<file path="src/common/if_defs.svh">
// fetch stage widths, fifo sizing, vector alignment
// boot offset and debug entry addresses

`ifndef IF_DEFS_SVH
`define IF_DEFS_SVH

// address and instruction word width
`define IF_ADDR_W 32

// fifo entries, also the cap on entries plus requests in flight
`define IF_FIFO_DEPTH 2
// pointer and counter widths that go with the depth above
`define IF_PTR_W 1
`define IF_CNT_W 2

// low mtvec bits replaced by the vector offset
`define IF_VEC_ALIGN 8
`define IF_BOOT_OFFSET 8'h80

// debug module entry points
`define IF_DM_HALT_ADDR 32'h1A11_0800
`define IF_DM_EXC_ADDR 32'h1A11_0808

`endif
</file>
<file path="src/common/if_pkg.sv">
// fetch stage types: next-pc selectors, exception cause
// and the records that move between fifo and decode

`include "if_defs.svh"

package if_pkg;

  // source of the next fetch address
  typedef enum logic [2:0] {
    PC_BOOT = 3'd0,
    PC_JUMP = 3'd1,
    PC_EXC  = 3'd2,
    PC_ERET = 3'd3,
    PC_DRET = 3'd4
  } pc_sel_e;

  // which vector an exception set goes to
  typedef enum logic [1:0] {
    EXC_PC_EXC      = 2'd0,
    EXC_PC_IRQ      = 2'd1,
    EXC_PC_DBG_HALT = 2'd2,
    EXC_PC_DBG_EXC  = 2'd3
  } exc_pc_sel_e;

  typedef struct packed {
    logic       irq;
    logic [4:0] id;
  } exc_cause_t;

  // one fetched word as it sits in the fifo
  typedef struct packed {
    logic [`IF_ADDR_W-1:0] rdata;
    logic [`IF_ADDR_W-1:0] addr;
    logic                  err;
  } fetch_entry_t;

  // the word as decode sees it
  typedef struct packed {
    logic [`IF_ADDR_W-1:0] rdata;
    logic [`IF_ADDR_W-1:0] pc;
    logic                  fetch_err;
  } id_instr_t;

endpackage

</file>
<file path="src/verilog/if_stage.sv">
// instruction fetch stage top
// pc select -> prefetch -> fifo -> if-id register, with pc check

`timescale 1ns/100ps
`include "if_defs.svh"

module if_stage (
  input  logic                  clk_i,
  input  logic                  rst_ni,
  // next pc control
  input  logic                  pc_set_i,
  input  if_pkg::pc_sel_e       pc_mux_i,
  input  if_pkg::exc_pc_sel_e   exc_pc_mux_i,
  input  if_pkg::exc_cause_t    exc_cause_i,
  input  logic [`IF_ADDR_W-1:0] boot_addr_i,
  input  logic [`IF_ADDR_W-1:0] branch_target_i,
  input  logic [`IF_ADDR_W-1:0] csr_mepc_i,
  input  logic [`IF_ADDR_W-1:0] csr_depc_i,
  input  logic [`IF_ADDR_W-1:0] csr_mtvec_i,
  input  logic                  req_i,
  input  logic                  id_in_ready_i,
  input  logic                  instr_valid_clear_i,
  // instruction bus
  output logic                  instr_req_o,
  output logic [`IF_ADDR_W-1:0] instr_addr_o,
  input  logic                  instr_gnt_i,
  input  logic                  instr_rvalid_i,
  input  logic [`IF_ADDR_W-1:0] instr_rdata_i,
  input  logic                  instr_err_i,
  // decode side
  output logic                  instr_valid_id_o,
  output logic                  instr_new_id_o,
  output logic [`IF_ADDR_W-1:0] instr_rdata_id_o,
  output logic [`IF_ADDR_W-1:0] pc_id_o,
  output logic                  instr_fetch_err_o,
  output logic [`IF_ADDR_W-1:0] pc_if_o,
  output logic                  csr_mtvec_init_o,
  output logic                  pc_mismatch_alert_o,
  output logic                  if_busy_o
);
  import if_pkg::*;

  logic [`IF_ADDR_W-1:0] fetch_addr;
  logic [`IF_CNT_W-1:0]  fifo_count;
  logic                  push;
  fetch_entry_t          push_entry;
  logic                  fetch_valid;
  fetch_entry_t          fetch_head;
  logic                  pop;
  id_instr_t             instr_id;

  if_pc_select pc_select_inst (
    .pc_set_i         (pc_set_i),
    .pc_mux_i         (pc_mux_i),
    .exc_pc_mux_i     (exc_pc_mux_i),
    .exc_cause_i      (exc_cause_i),
    .boot_addr_i      (boot_addr_i),
    .branch_target_i  (branch_target_i),
    .csr_mepc_i       (csr_mepc_i),
    .csr_depc_i       (csr_depc_i),
    .csr_mtvec_i      (csr_mtvec_i),
    .fetch_addr_o     (fetch_addr),
    .csr_mtvec_init_o (csr_mtvec_init_o)
  );

  if_prefetch_buffer prefetch_buffer_inst (
    .clk_i          (clk_i),
    .rst_ni         (rst_ni),
    .req_i          (req_i),
    .pc_set_i       (pc_set_i),
    .fetch_addr_i   (fetch_addr),
    .fifo_count_i   (fifo_count),
    .instr_req_o    (instr_req_o),
    .instr_addr_o   (instr_addr_o),
    .instr_gnt_i    (instr_gnt_i),
    .instr_rvalid_i (instr_rvalid_i),
    .instr_rdata_i  (instr_rdata_i),
    .instr_err_i    (instr_err_i),
    .push_o         (push),
    .push_entry_o   (push_entry),
    .busy_o         (if_busy_o)
  );

  // the redirect doubles as the fifo flush
  if_fetch_fifo fetch_fifo_inst (
    .clk_i        (clk_i),
    .rst_ni       (rst_ni),
    .flush_i      (pc_set_i),
    .push_i       (push),
    .pop_i        (pop),
    .push_entry_i (push_entry),
    .valid_o      (fetch_valid),
    .head_o       (fetch_head),
    .count_o      (fifo_count)
  );

  if_id_register id_register_inst (
    .clk_i               (clk_i),
    .rst_ni              (rst_ni),
    .fetch_valid_i       (fetch_valid),
    .fetch_head_i        (fetch_head),
    .id_in_ready_i       (id_in_ready_i),
    .pc_set_i            (pc_set_i),
    .instr_valid_clear_i (instr_valid_clear_i),
    .pop_o               (pop),
    .instr_valid_id_o    (instr_valid_id_o),
    .instr_new_id_o      (instr_new_id_o),
    .instr_id_o          (instr_id)
  );

  if_pc_check pc_check_inst (
    .clk_i               (clk_i),
    .rst_ni              (rst_ni),
    .accept_i            (pop),
    .pc_set_i            (pc_set_i),
    .fetch_valid_i       (fetch_valid),
    .pc_if_i             (fetch_head.addr),
    .pc_id_i             (instr_id.pc),
    .fetch_err_id_i      (instr_id.fetch_err),
    .pc_mismatch_alert_o (pc_mismatch_alert_o)
  );

  // decode outputs straight from the pipeline register
  assign instr_rdata_id_o  = instr_id.rdata;
  assign pc_id_o           = instr_id.pc;
  assign instr_fetch_err_o = instr_id.fetch_err;
  assign pc_if_o           = fetch_head.addr;

endmodule

</file>
<file path="src/verilog/if_pc_check.sv">
// sequential pc check between fifo head and decode

`timescale 1ns/100ps
`include "if_defs.svh"

module if_pc_check (
  input  logic                  clk_i,
  input  logic                  rst_ni,
  input  logic                  accept_i,
  input  logic                  pc_set_i,
  input  logic                  fetch_valid_i,
  input  logic [`IF_ADDR_W-1:0] pc_if_i,
  input  logic [`IF_ADDR_W-1:0] pc_id_i,
  input  logic                  fetch_err_id_i,
  output logic                  pc_mismatch_alert_o
);

  logic                  seq_q;
  logic [`IF_ADDR_W-1:0] pc_id_incr;

  // set once a word reached decode, dropped on any redirect
  always_ff @(posedge clk_i or negedge rst_ni) begin
    if (!rst_ni) begin
      seq_q <= 1'b0;
    end else begin
      seq_q <= (seq_q | accept_i) & ~pc_set_i;
    end
  end

  assign pc_id_incr = pc_id_i + `IF_ADDR_W'(4);

  // no comparison behind a faulted fetch
  assign pc_mismatch_alert_o = seq_q & fetch_valid_i & ~fetch_err_id_i &
                               (pc_if_i != pc_id_incr);

endmodule

</file>
<file path="src/verilog/if_id_register.sv">
// if-id boundary: accept strobe, valid and new flags
// and the pipeline register handed to decode

`timescale 1ns/100ps
`include "if_defs.svh"

module if_id_register (
  input  logic                 clk_i,
  input  logic                 rst_ni,
  input  logic                 fetch_valid_i,
  input  if_pkg::fetch_entry_t fetch_head_i,
  input  logic                 id_in_ready_i,
  input  logic                 pc_set_i,
  input  logic                 instr_valid_clear_i,
  output logic                 pop_o,
  output logic                 instr_valid_id_o,
  output logic                 instr_new_id_o,
  output if_pkg::id_instr_t    instr_id_o
);

  logic accept;
  logic valid_q, valid_d;
  logic new_q;

  // a redirect in the same cycle squashes the head word
  assign accept = fetch_valid_i & id_in_ready_i & ~pc_set_i;
  assign pop_o  = accept;

  // valid stays up until decode clears it
  assign valid_d = accept | (valid_q & ~instr_valid_clear_i);

  always_ff @(posedge clk_i or negedge rst_ni) begin
    if (!rst_ni) begin
      valid_q <= 1'b0;
      new_q   <= 1'b0;
    end else begin
      valid_q <= valid_d;
      // one cycle per accepted word
      new_q   <= accept;
    end
  end

  // pipeline register, frozen while decode stalls
  always_ff @(posedge clk_i) begin
    if (accept) begin
      instr_id_o.rdata     <= fetch_head_i.rdata;
      instr_id_o.pc        <= fetch_head_i.addr;
      instr_id_o.fetch_err <= fetch_head_i.err;
    end
  end

  assign instr_valid_id_o = valid_q;
  assign instr_new_id_o   = new_q;

endmodule

</file>
<file path="src/prefetch/if_fetch_fifo.sv">
// fetched word fifo
// circular buffer of fetch entries, flushed on redirect

`timescale 1ns/100ps
`include "if_defs.svh"

module if_fetch_fifo (
  input  logic                 clk_i,
  input  logic                 rst_ni,
  input  logic                 flush_i,
  input  logic                 push_i,
  input  logic                 pop_i,
  input  if_pkg::fetch_entry_t push_entry_i,
  output logic                 valid_o,
  output if_pkg::fetch_entry_t head_o,
  output logic [`IF_CNT_W-1:0] count_o
);
  import if_pkg::*;

  fetch_entry_t         mem_q [`IF_FIFO_DEPTH];
  logic [`IF_PTR_W-1:0] rptr_q, wptr_q;
  logic [`IF_CNT_W-1:0] count_q;
  logic                 do_push;
  logic                 do_pop;

  // flush wins over a push in the same cycle
  assign do_push = push_i & ~flush_i;
  assign do_pop  = pop_i & ~flush_i;

  always_ff @(posedge clk_i or negedge rst_ni) begin
    if (!rst_ni) begin
      rptr_q  <= '0;
      wptr_q  <= '0;
      count_q <= '0;
    end else if (flush_i) begin
      rptr_q  <= '0;
      wptr_q  <= '0;
      count_q <= '0;
    end else begin
      if (do_push) begin
        wptr_q <= (wptr_q == `IF_PTR_W'(`IF_FIFO_DEPTH - 1)) ? '0 : wptr_q + 1'b1;
      end
      if (do_pop) begin
        rptr_q <= (rptr_q == `IF_PTR_W'(`IF_FIFO_DEPTH - 1)) ? '0 : rptr_q + 1'b1;
      end
      count_q <= count_q + `IF_CNT_W'(do_push) - `IF_CNT_W'(do_pop);
    end
  end

  // entry storage
  always_ff @(posedge clk_i) begin
    if (do_push) begin
      mem_q[wptr_q] <= push_entry_i;
    end
  end

  // head is meaningful only while valid_o is high
  assign valid_o = (count_q != '0);
  assign head_o  = mem_q[rptr_q];
  assign count_o = count_q;

  ////////////////////////////////////////////////////////////////////
  // the prefetch engine and the decode side must respect fill level
  no_push_full_a : assert property (@(posedge clk_i) disable iff (!rst_ni)
    do_push |-> (count_q != `IF_CNT_W'(`IF_FIFO_DEPTH)))
    else $error("push into a full fetch fifo");

  no_pop_empty_a : assert property (@(posedge clk_i) disable iff (!rst_ni)
    pop_i |-> (count_q != '0))
    else $error("pop from an empty fetch fifo");

endmodule

</file>
<file path="src/prefetch/if_prefetch_buffer.sv">
// instruction bus request engine
// tracks requests in flight, tags responses with their address
// and throws away responses owed to a flushed stream

`timescale 1ns/100ps
`include "if_defs.svh"

module if_prefetch_buffer (
  input  logic                  clk_i,
  input  logic                  rst_ni,
  input  logic                  req_i,
  input  logic                  pc_set_i,
  input  logic [`IF_ADDR_W-1:0] fetch_addr_i,
  input  logic [`IF_CNT_W-1:0]  fifo_count_i,
  output logic                  instr_req_o,
  output logic [`IF_ADDR_W-1:0] instr_addr_o,
  input  logic                  instr_gnt_i,
  input  logic                  instr_rvalid_i,
  input  logic [`IF_ADDR_W-1:0] instr_rdata_i,
  input  logic                  instr_err_i,
  output logic                  push_o,
  output if_pkg::fetch_entry_t  push_entry_o,
  output logic                  busy_o
);

  logic                  fetch_en_q;
  logic                  req_q, req_d;
  logic                  stale_q, stale_d;
  logic [`IF_ADDR_W-1:0] req_addr_q, req_addr_d;
  logic [`IF_ADDR_W-1:0] next_addr_q, next_addr_d;
  logic [`IF_CNT_W-1:0]  out_q, out_d;
  logic [`IF_CNT_W-1:0]  disc_q, disc_d;
  logic [`IF_CNT_W:0]    occupancy;
  logic                  gnt_fire;
  logic                  launch;
  logic                  drop;
  logic [`IF_ADDR_W-1:0] aq_q [`IF_FIFO_DEPTH];
  logic [`IF_PTR_W-1:0]  aq_wptr_q, aq_rptr_q;

  assign gnt_fire = req_q & instr_gnt_i;
  // bus slot is free, nothing left waiting for a grant
  assign launch   = ~req_q | instr_gnt_i;

  // words already held plus words owed, the fifo part goes away on a flush
  assign occupancy = (pc_set_i ? '0 : {1'b0, fifo_count_i}) + {1'b0, out_q} +
                     {{`IF_CNT_W{1'b0}}, gnt_fire};

  // a response is dropped while old-stream words are still owed
  assign drop = instr_rvalid_i & ((disc_q != '0) | pc_set_i);

  always_comb begin
    next_addr_d = next_addr_q;
    if (gnt_fire && !stale_q) begin
      next_addr_d = req_addr_q + `IF_ADDR_W'(4);
    end
    // a redirect overrides the sequential address
    if (pc_set_i) begin
      next_addr_d = fetch_addr_i;
    end
  end

  always_comb begin
    if (launch) begin
      req_d      = req_i & (fetch_en_q | pc_set_i) & (occupancy < `IF_FIFO_DEPTH);
      req_addr_d = next_addr_d;
      stale_d    = 1'b0;
    end else begin
      // hold the pending request, it turns stale if a redirect passes it
      req_d      = 1'b1;
      req_addr_d = req_addr_q;
      stale_d    = stale_q | pc_set_i;
    end
  end

  assign out_d  = out_q + `IF_CNT_W'(gnt_fire) - `IF_CNT_W'(instr_rvalid_i);
  // on a redirect everything still in flight belongs to the old stream
  assign disc_d = pc_set_i ? out_d :
                  disc_q - `IF_CNT_W'(drop) + `IF_CNT_W'(gnt_fire & stale_q);

  always_ff @(posedge clk_i or negedge rst_ni) begin
    if (!rst_ni) begin
      fetch_en_q <= 1'b0;
      req_q      <= 1'b0;
      stale_q    <= 1'b0;
      out_q      <= '0;
      disc_q     <= '0;
      aq_wptr_q  <= '0;
      aq_rptr_q  <= '0;
    end else begin
      fetch_en_q <= fetch_en_q | pc_set_i;
      req_q      <= req_d;
      stale_q    <= stale_d;
      out_q      <= out_d;
      disc_q     <= disc_d;
      if (gnt_fire) begin
        aq_wptr_q <= (aq_wptr_q == `IF_PTR_W'(`IF_FIFO_DEPTH - 1)) ? '0 : aq_wptr_q + 1'b1;
      end
      if (instr_rvalid_i) begin
        aq_rptr_q <= (aq_rptr_q == `IF_PTR_W'(`IF_FIFO_DEPTH - 1)) ? '0 : aq_rptr_q + 1'b1;
      end
    end
  end

  // addresses and the request address carry no reset
  always_ff @(posedge clk_i) begin
    req_addr_q  <= req_addr_d;
    next_addr_q <= next_addr_d;
    if (gnt_fire) begin
      aq_q[aq_wptr_q] <= req_addr_q;
    end
  end

  assign instr_req_o  = req_q;
  assign instr_addr_o = req_addr_q;

  assign push_o             = instr_rvalid_i & ~drop;
  assign push_entry_o.rdata = instr_rdata_i;
  assign push_entry_o.addr  = aq_q[aq_rptr_q];
  assign push_entry_o.err   = instr_err_i;

  assign busy_o = req_q | (out_q != '0);

  ////////////////////////////////////////////////////////////////////
  // capacity shared with the fifo, bus address sanity
  occupancy_cap_a : assert property (@(posedge clk_i) disable iff (!rst_ni)
    ({1'b0, out_q} + {1'b0, fifo_count_i}) <= `IF_FIFO_DEPTH)
    else $error("words in flight plus fifo entries exceed the fifo depth");

  req_addr_ok_a : assert property (@(posedge clk_i) disable iff (!rst_ni)
    instr_req_o |-> (!$isunknown(instr_addr_o) && instr_addr_o[1:0] == 2'b00))
    else $error("request address unknown or not word aligned");

endmodule

</file>
<file path="src/verilog/if_pc_select.sv">
// next fetch address selection
// exception vector mux and mtvec init strobe

`timescale 1ns/100ps
`include "if_defs.svh"

module if_pc_select (
  input  logic                  pc_set_i,
  input  if_pkg::pc_sel_e       pc_mux_i,
  input  if_pkg::exc_pc_sel_e   exc_pc_mux_i,
  input  if_pkg::exc_cause_t    exc_cause_i,
  input  logic [`IF_ADDR_W-1:0] boot_addr_i,
  input  logic [`IF_ADDR_W-1:0] branch_target_i,
  input  logic [`IF_ADDR_W-1:0] csr_mepc_i,
  input  logic [`IF_ADDR_W-1:0] csr_depc_i,
  input  logic [`IF_ADDR_W-1:0] csr_mtvec_i,
  output logic [`IF_ADDR_W-1:0] fetch_addr_o,
  output logic                  csr_mtvec_init_o
);
  import if_pkg::*;

  logic [`IF_ADDR_W-1:0] vec_base;
  logic [`IF_ADDR_W-1:0] exc_pc;
  logic [`IF_ADDR_W-1:0] next_pc;

  // mtvec with the low alignment bits forced to zero
  assign vec_base = {csr_mtvec_i[`IF_ADDR_W-1:`IF_VEC_ALIGN], {`IF_VEC_ALIGN{1'b0}}};

  always_comb begin
    unique case (exc_pc_mux_i)
      EXC_PC_EXC:      exc_pc = vec_base;
      // vectored interrupt, one word per cause
      EXC_PC_IRQ:      exc_pc = vec_base + {{(`IF_ADDR_W - 7){1'b0}}, exc_cause_i.id, 2'b00};
      EXC_PC_DBG_HALT: exc_pc = `IF_DM_HALT_ADDR;
      EXC_PC_DBG_EXC:  exc_pc = `IF_DM_EXC_ADDR;
      default:         exc_pc = vec_base;
    endcase
  end

  always_comb begin
    unique case (pc_mux_i)
      PC_BOOT: next_pc = {boot_addr_i[`IF_ADDR_W-1:8], `IF_BOOT_OFFSET};
      PC_JUMP: next_pc = branch_target_i;
      PC_EXC:  next_pc = exc_pc;
      // return from trap or from debug mode
      PC_ERET: next_pc = csr_mepc_i;
      PC_DRET: next_pc = csr_depc_i;
      default: next_pc = {boot_addr_i[`IF_ADDR_W-1:8], `IF_BOOT_OFFSET};
    endcase
  end

  // fetches are always whole aligned words
  assign fetch_addr_o = {next_pc[`IF_ADDR_W-1:2], 2'b00};

  // mtvec is loaded from the boot base on the boot redirect
  assign csr_mtvec_init_o = pc_set_i & (pc_mux_i == PC_BOOT);

  ////////////////////////////////////////////////////////////////////
  // checks on the controller side of the interface
  always_comb begin
    boot_addr_aligned_a : assert final (boot_addr_i[7:0] == 8'h00)
      else $error("boot address not aligned to 256 bytes");
    if (pc_set_i) begin
      pc_mux_valid_a : assert final (!$isunknown(pc_mux_i) &&
                                     pc_mux_i inside {PC_BOOT, PC_JUMP, PC_EXC,
                                                      PC_ERET, PC_DRET})
        else $error("pc_mux_i unknown or out of range on pc_set_i");
    end
  end

endmodule

</file>
<file path="config.mk">
export PLATFORM = sky130hd
export DESIGN_NAME = if_stage
export DESIGN_NICKNAME = d
export VERILOG_FILES = /design/src/common/if_pkg.sv /design/src/verilog/if_stage.sv /design/src/verilog/if_pc_check.sv /design/src/verilog/if_id_register.sv /design/src/prefetch/if_fetch_fifo.sv /design/src/prefetch/if_prefetch_buffer.sv /design/src/verilog/if_pc_select.sv
export VERILOG_INCLUDE_DIRS = /design/src /design/src/common
export SDC_FILE = /design/constraint.sdc
export NUM_CORES = 1
export LEC_CHECK = 0
export BUFFER_PORTS_ARGS = -buffer_cell sky130_fd_sc_hd__buf_2
export CAP_MARGIN = 20
export CORE_MARGIN = 5
export CORE_UTILIZATION = 30
export CTS_BUF_LIST = sky130_fd_sc_hd__clkbuf_16
export CTS_CLUSTER_DIAMETER = 30
export DETAILED_ROUTE_END_ITERATION = 10
export HOLD_SLACK_MARGIN = 0.1
export PLACE_DENSITY = 0.61
export SLEW_MARGIN = 40
export SYNTH_ARGS = -nofsm -noshare
export SYNTH_HDL_FRONTEND = slang
export SYNTH_SLANG_ARGS = --single-unit
</file>
<file path="constraint.sdc">
create_clock -name clk_i -period 5.9 [get_ports clk_i]
set_clock_uncertainty 0.05 [all_clocks]
set_input_delay 1.77 -clock clk_i [delete_from_list [all_inputs] [get_ports clk_i]]
set_output_delay 1.77 -clock clk_i [all_outputs]
set_load 0.05 [all_outputs]
</file>
==> metrics.md <==
| Metric | Value |
|---|---|
| Syn nets | `between 1000 and 1500` |
| Finished Cell Area | `19700 um2` |
| Largest net degree at the start of global routing | `67` |
| CP peak stage delay | `570 ps` |
| Cells on worst reg2reg path | `8` |
| Final-report hold violation count | `0` |
| RSZ-0062 raised after global routing | `no` |
| Status | `finished, final reports clean` |
| Port Buf Inserts | `323` |
| DR vias/cell | `approximately 4.7` |
| Drt drc | `0` |
| Post-synth EDFFs | `~290` |
| WL per Instance | `19.1 um` |
| DR iter-0 viols | `around 470` |
| Die height | `between 200 and 250 um` |
| Pins Over Slew Limit | `0` |
| Starting Density | `between 30% and 40%` |
| Share of layout cells above drive strength 1 | `roughly two fifths` |
| Sw Pwr | `2880 uW` |
| Post-CTS Hold Fix Bufs | `0` |
| Synth cell types | `between 60 and 70` |
| Critical Path AT | `around 3700 ps` |
| Dpl hpwl | `~30000 um` |
| Most common cell after layout, fill and taps aside | `buf_2` |
| Filler cells | `between 4000 and 5000` |
| Setup crit start kind | `register` |
| Worst reg2reg path endpoint | `prefetch_buffer_inst.instr_addr_o[30]` |
| R2r startpoint | `prefetch_buffer_inst.instr_addr_o[2]` |
| Vias in the first global route | `roughly 11000` |
| Nets@finish | `1634` |
| Critical path buffers and inverters | `1` |
| Synth top area share | `between 50% and 60%` |
| Crit-path cells | `ha_1 -> nand4_1 -> nor4_4 -> nand4_1 -> or2_2 -> a21o_1 -> a31oi_1 -> nor4_1 -> a21oi_1 -> buf_2` |
| Site Rows | `about 80` |
| WS Path Type | `reg2out` |
| First-pass GRT wire length | `a little over 60000 um` |
| Post CTS Setup Buffer Count | `0` |
| Clk sinks | `339` |
| Pre-Repair DR Iteration Count | `5` |
| Reg power frac | `a little over a third` |
| Asr flop ratio synth | `between 4 and 5%` |
| Die W | `between 200 and 250 um` |
| Final Core Density | `40.3%` |
| Hold Crit Depth | `1` |
| Total routed wirelength | `40800 um` |
| P per Cell Area | `approximately 490 nW/um2` |
| Synthesized flop and latch total | `~340` |
| Seq/Total Area, Yosys | `between 60 and 70%` |
| Core Area | `a little under 50000 um2` |
| CTS tree | `built` |
| Clock latency on the worst-skew pair | `between 500 and 600 ps` |
| Switching share of power | `30.0%` |
| Total CTS buffers | `75` |
| Post-route ant nets | `0` |
| Initial antenna violation count | `2` |
| CP endpoint kind | `primary output` |
| Final setup viols | `0` |
| Setup TNS | `0 ps` |
| Worst Hold Class | `reg2reg` |
| CP required | `around 4000 ps` |
| Crit-path slowest cell | `nor4_4` |
| Normalized max-slew margin | `between 50% and 60%` |
| Commonest cells after routing, fill and taps aside | `323 x buf_2, 291 x edfxtp_1, 95 x mux2_2` |
| Syn Area/Cell | `roughly 14 um2` |
| Worst-path maximum fanout | `9` |
| Slew @ Worst Pin | `between 600 and 700 ps` |
| R2R Setup Slk | `roughly 3000 ps` |
| Most used DFF post-synth | `edfxtp_1` |
| Area growth syn-to-layout | `33.1%` |
| Full die area | `between 50000 and 60000 um2` |
| GRT Residual Overflow | `0` |
| Yosys top cell by area | `edfxtp_1` |
| Cells after Synth | `between 1000 and 1500` |
| Most frequent CP cell | `nand4_1` |
| Max VDD drop | `0.202 mV` |
| Clk buf depth | `3` |
| Fmax | `between 150 and 200 MHz` |
| Vias | `10147` |
| DP Area | `~17000 um2` |
| # IOs | `347` |
| H-tree level count | `3` |
| MaxCap Viol Count | `0` |
| Routability Congestion | `roughly 0.91` |
| Resize count post-CTS | `0` |
| Hold Crit Start | `prefetch_buffer_inst.fetch_en_q` |
| Yosys warns | `0` |
| GRT Util Overall | `roughly 15%` |
| Combinational fraction of design power | `19.7%` |
| Mapped cell area | `14800 um2` |
| Root buf cell | `clkbuf_16` |
| Area contributors post-synth | `edfxtp_1 59%, mux2_2 7.2%, dfxtp_1 4.3%, dfrtp_1 2.7%, xnor2_1 2.2%` |
| Crit-path leading delay family | `simple AND/OR/NAND/NOR gates` |
| P_int | `around 6700 uW` |
| Final min period | `between 5000 and 6000 ps` |
| Power share of the clock group | `44.9%` |
| Leak pwr | `0.00741 uW` |
| Worst-path clk slew | `~40 ps` |
| Tcrit/Tclk final | `between 90% and 100%` |
| Worst hold endpoint | `prefetch_buffer_inst.fetch_en_q` |
power groups by stage:
stage	combinational, uW	clock (uW)	sequential (uW)
5_1_grt	2050	4540	3460
6_report	1890	4310	3400
3_3_place_gp	1890	0	3430
3_5_place_dp	1920	0	3450
2_1_floorplan	1080	0	3710
4_1_cts	1940	4420	3420
worst reg2reg max path: cells and delay by family (launching register included):
family / cells / cell delay [ps]
AO/OA/AOI/OAI: 3 / 390
adder cells (fa/ha/maj): 1 / 270
flip-flops: 1 / 490
AND/OR/NAND/NOR: 4 / 1550
Yosys cell counts (22+ instances only):
master	count
edfxtp_1	291
mux2_2	95
nand2_1	66
nor2_1	59
a21oi_1	58
o21ai_0	53
xnor2_1	37
a22oi_1	36
clkbuf_1	36
xor2_1	36
buf_4	32
dfxtp_1	32
inv_1	24
nand3_1	22
state kept, by name, indices dropped and copies added (netlist names):
name                               count
prefetch_buffer_inst.out_q             2
prefetch_buffer_inst.aq_q             64
fetch_fifo_inst.mem_q                130
prefetch_buffer_inst.instr_addr_o     32
prefetch_buffer_inst.next_addr_q      32
prefetch_buffer_inst.aq_rptr_q         1
fetch_fifo_inst.rptr_q                 1
prefetch_buffer_inst.disc_q            2
prefetch_buffer_inst.aq_wptr_q         1
id_register_inst.instr_id_o           65
prefetch_buffer_inst.fetch_en_q        1
id_register_inst.instr_new_id_o        1
prefetch_buffer_inst.stale_q           1
fetch_fifo_inst.count_o                2
fetch_fifo_inst.wptr_q                 1
prefetch_buffer_inst.instr_req_o       1
pc_check_inst.seq_q                    1
id_register_inst.instr_valid_id_o      1
metrics by stage:
step	std cells	hold WS, ps	setup WS, ps	total power [uW]
2_1_floorplan	1073	373	55.0	4790
3_3_place_gp	1997	385	1040	5330
3_5_place_dp	1999	393	979	5380
4_1_cts	2138	401	332	9770
5_1_grt	2139	432	162	10000
6_report	2139	396	380	9600
cell type report:
| cell class | instances | area [um2] | share of cell area [%] |
|---|---|---|---|
| Inverter | 24 | 90.1 | 0.457 |
| Timing Repair Buffer | 342 | 1790 | 9.10 |
| Clock inverter | 61 | 717 | 3.64 |
| Sequential cell | 339 | 9780 | 49.7 |
| Clock buffer | 78 | 1950 | 9.91 |
| Antenna cell | 1 | 2.50 | 0.0127 |
| Tap cell | 664 | 831 | 4.22 |
| Multi-Input combinational cell | 630 | 4520 | 23.0 |
worst max path at each step:
| stage | slack, ps | end | depth (start not counted) | startpoint |
|---|---|---|---|---|
| 2_1_floorplan | 60 | csr_mtvec_init_o | 4 | pc_mux_i[1] |
| 3_3_place_gp | 1040 | pc_mismatch_alert_o | 10 | id_register_inst.instr_id_o[3] |
| 3_5_place_dp | 980 | pc_mismatch_alert_o | 10 | id_register_inst.instr_id_o[3] |
| 4_1_cts | 330 | pc_mismatch_alert_o | 10 | id_register_inst.instr_id_o[3] |
| 5_1_grt | 160 | pc_mismatch_alert_o | 10 | id_register_inst.instr_id_o[3] |
| 6_report | 380 | pc_mismatch_alert_o | 10 | id_register_inst.instr_id_o[3] |
per-layer routing:
layer | GRT usage [%] | vias up | share of wire (%)
li1 | - | 4750 | -
met1 | 18.2 | 4901 | 42
met2 | 24.4 | 417 | 47
met3 | 3.80 | 79 | 7.1
met4 | 7.18 | 0 | 3.6
met5 | 0 | - | 0
logic make-up (layout without fill, tap and decap cells):
logic type	Yosys count	count (layout)	synth area share, %
xor+xnor	74	74	4.47
flops	339	339	66.1
other cells	0	1	0
buf+inv	104	505	3.53
mux	106	106	8.14
compound gates	198	198	8.42
simple gates	242	242	8.45
fa+ha+maj	10	10	0.896
(Power assumes the default switching activity.)
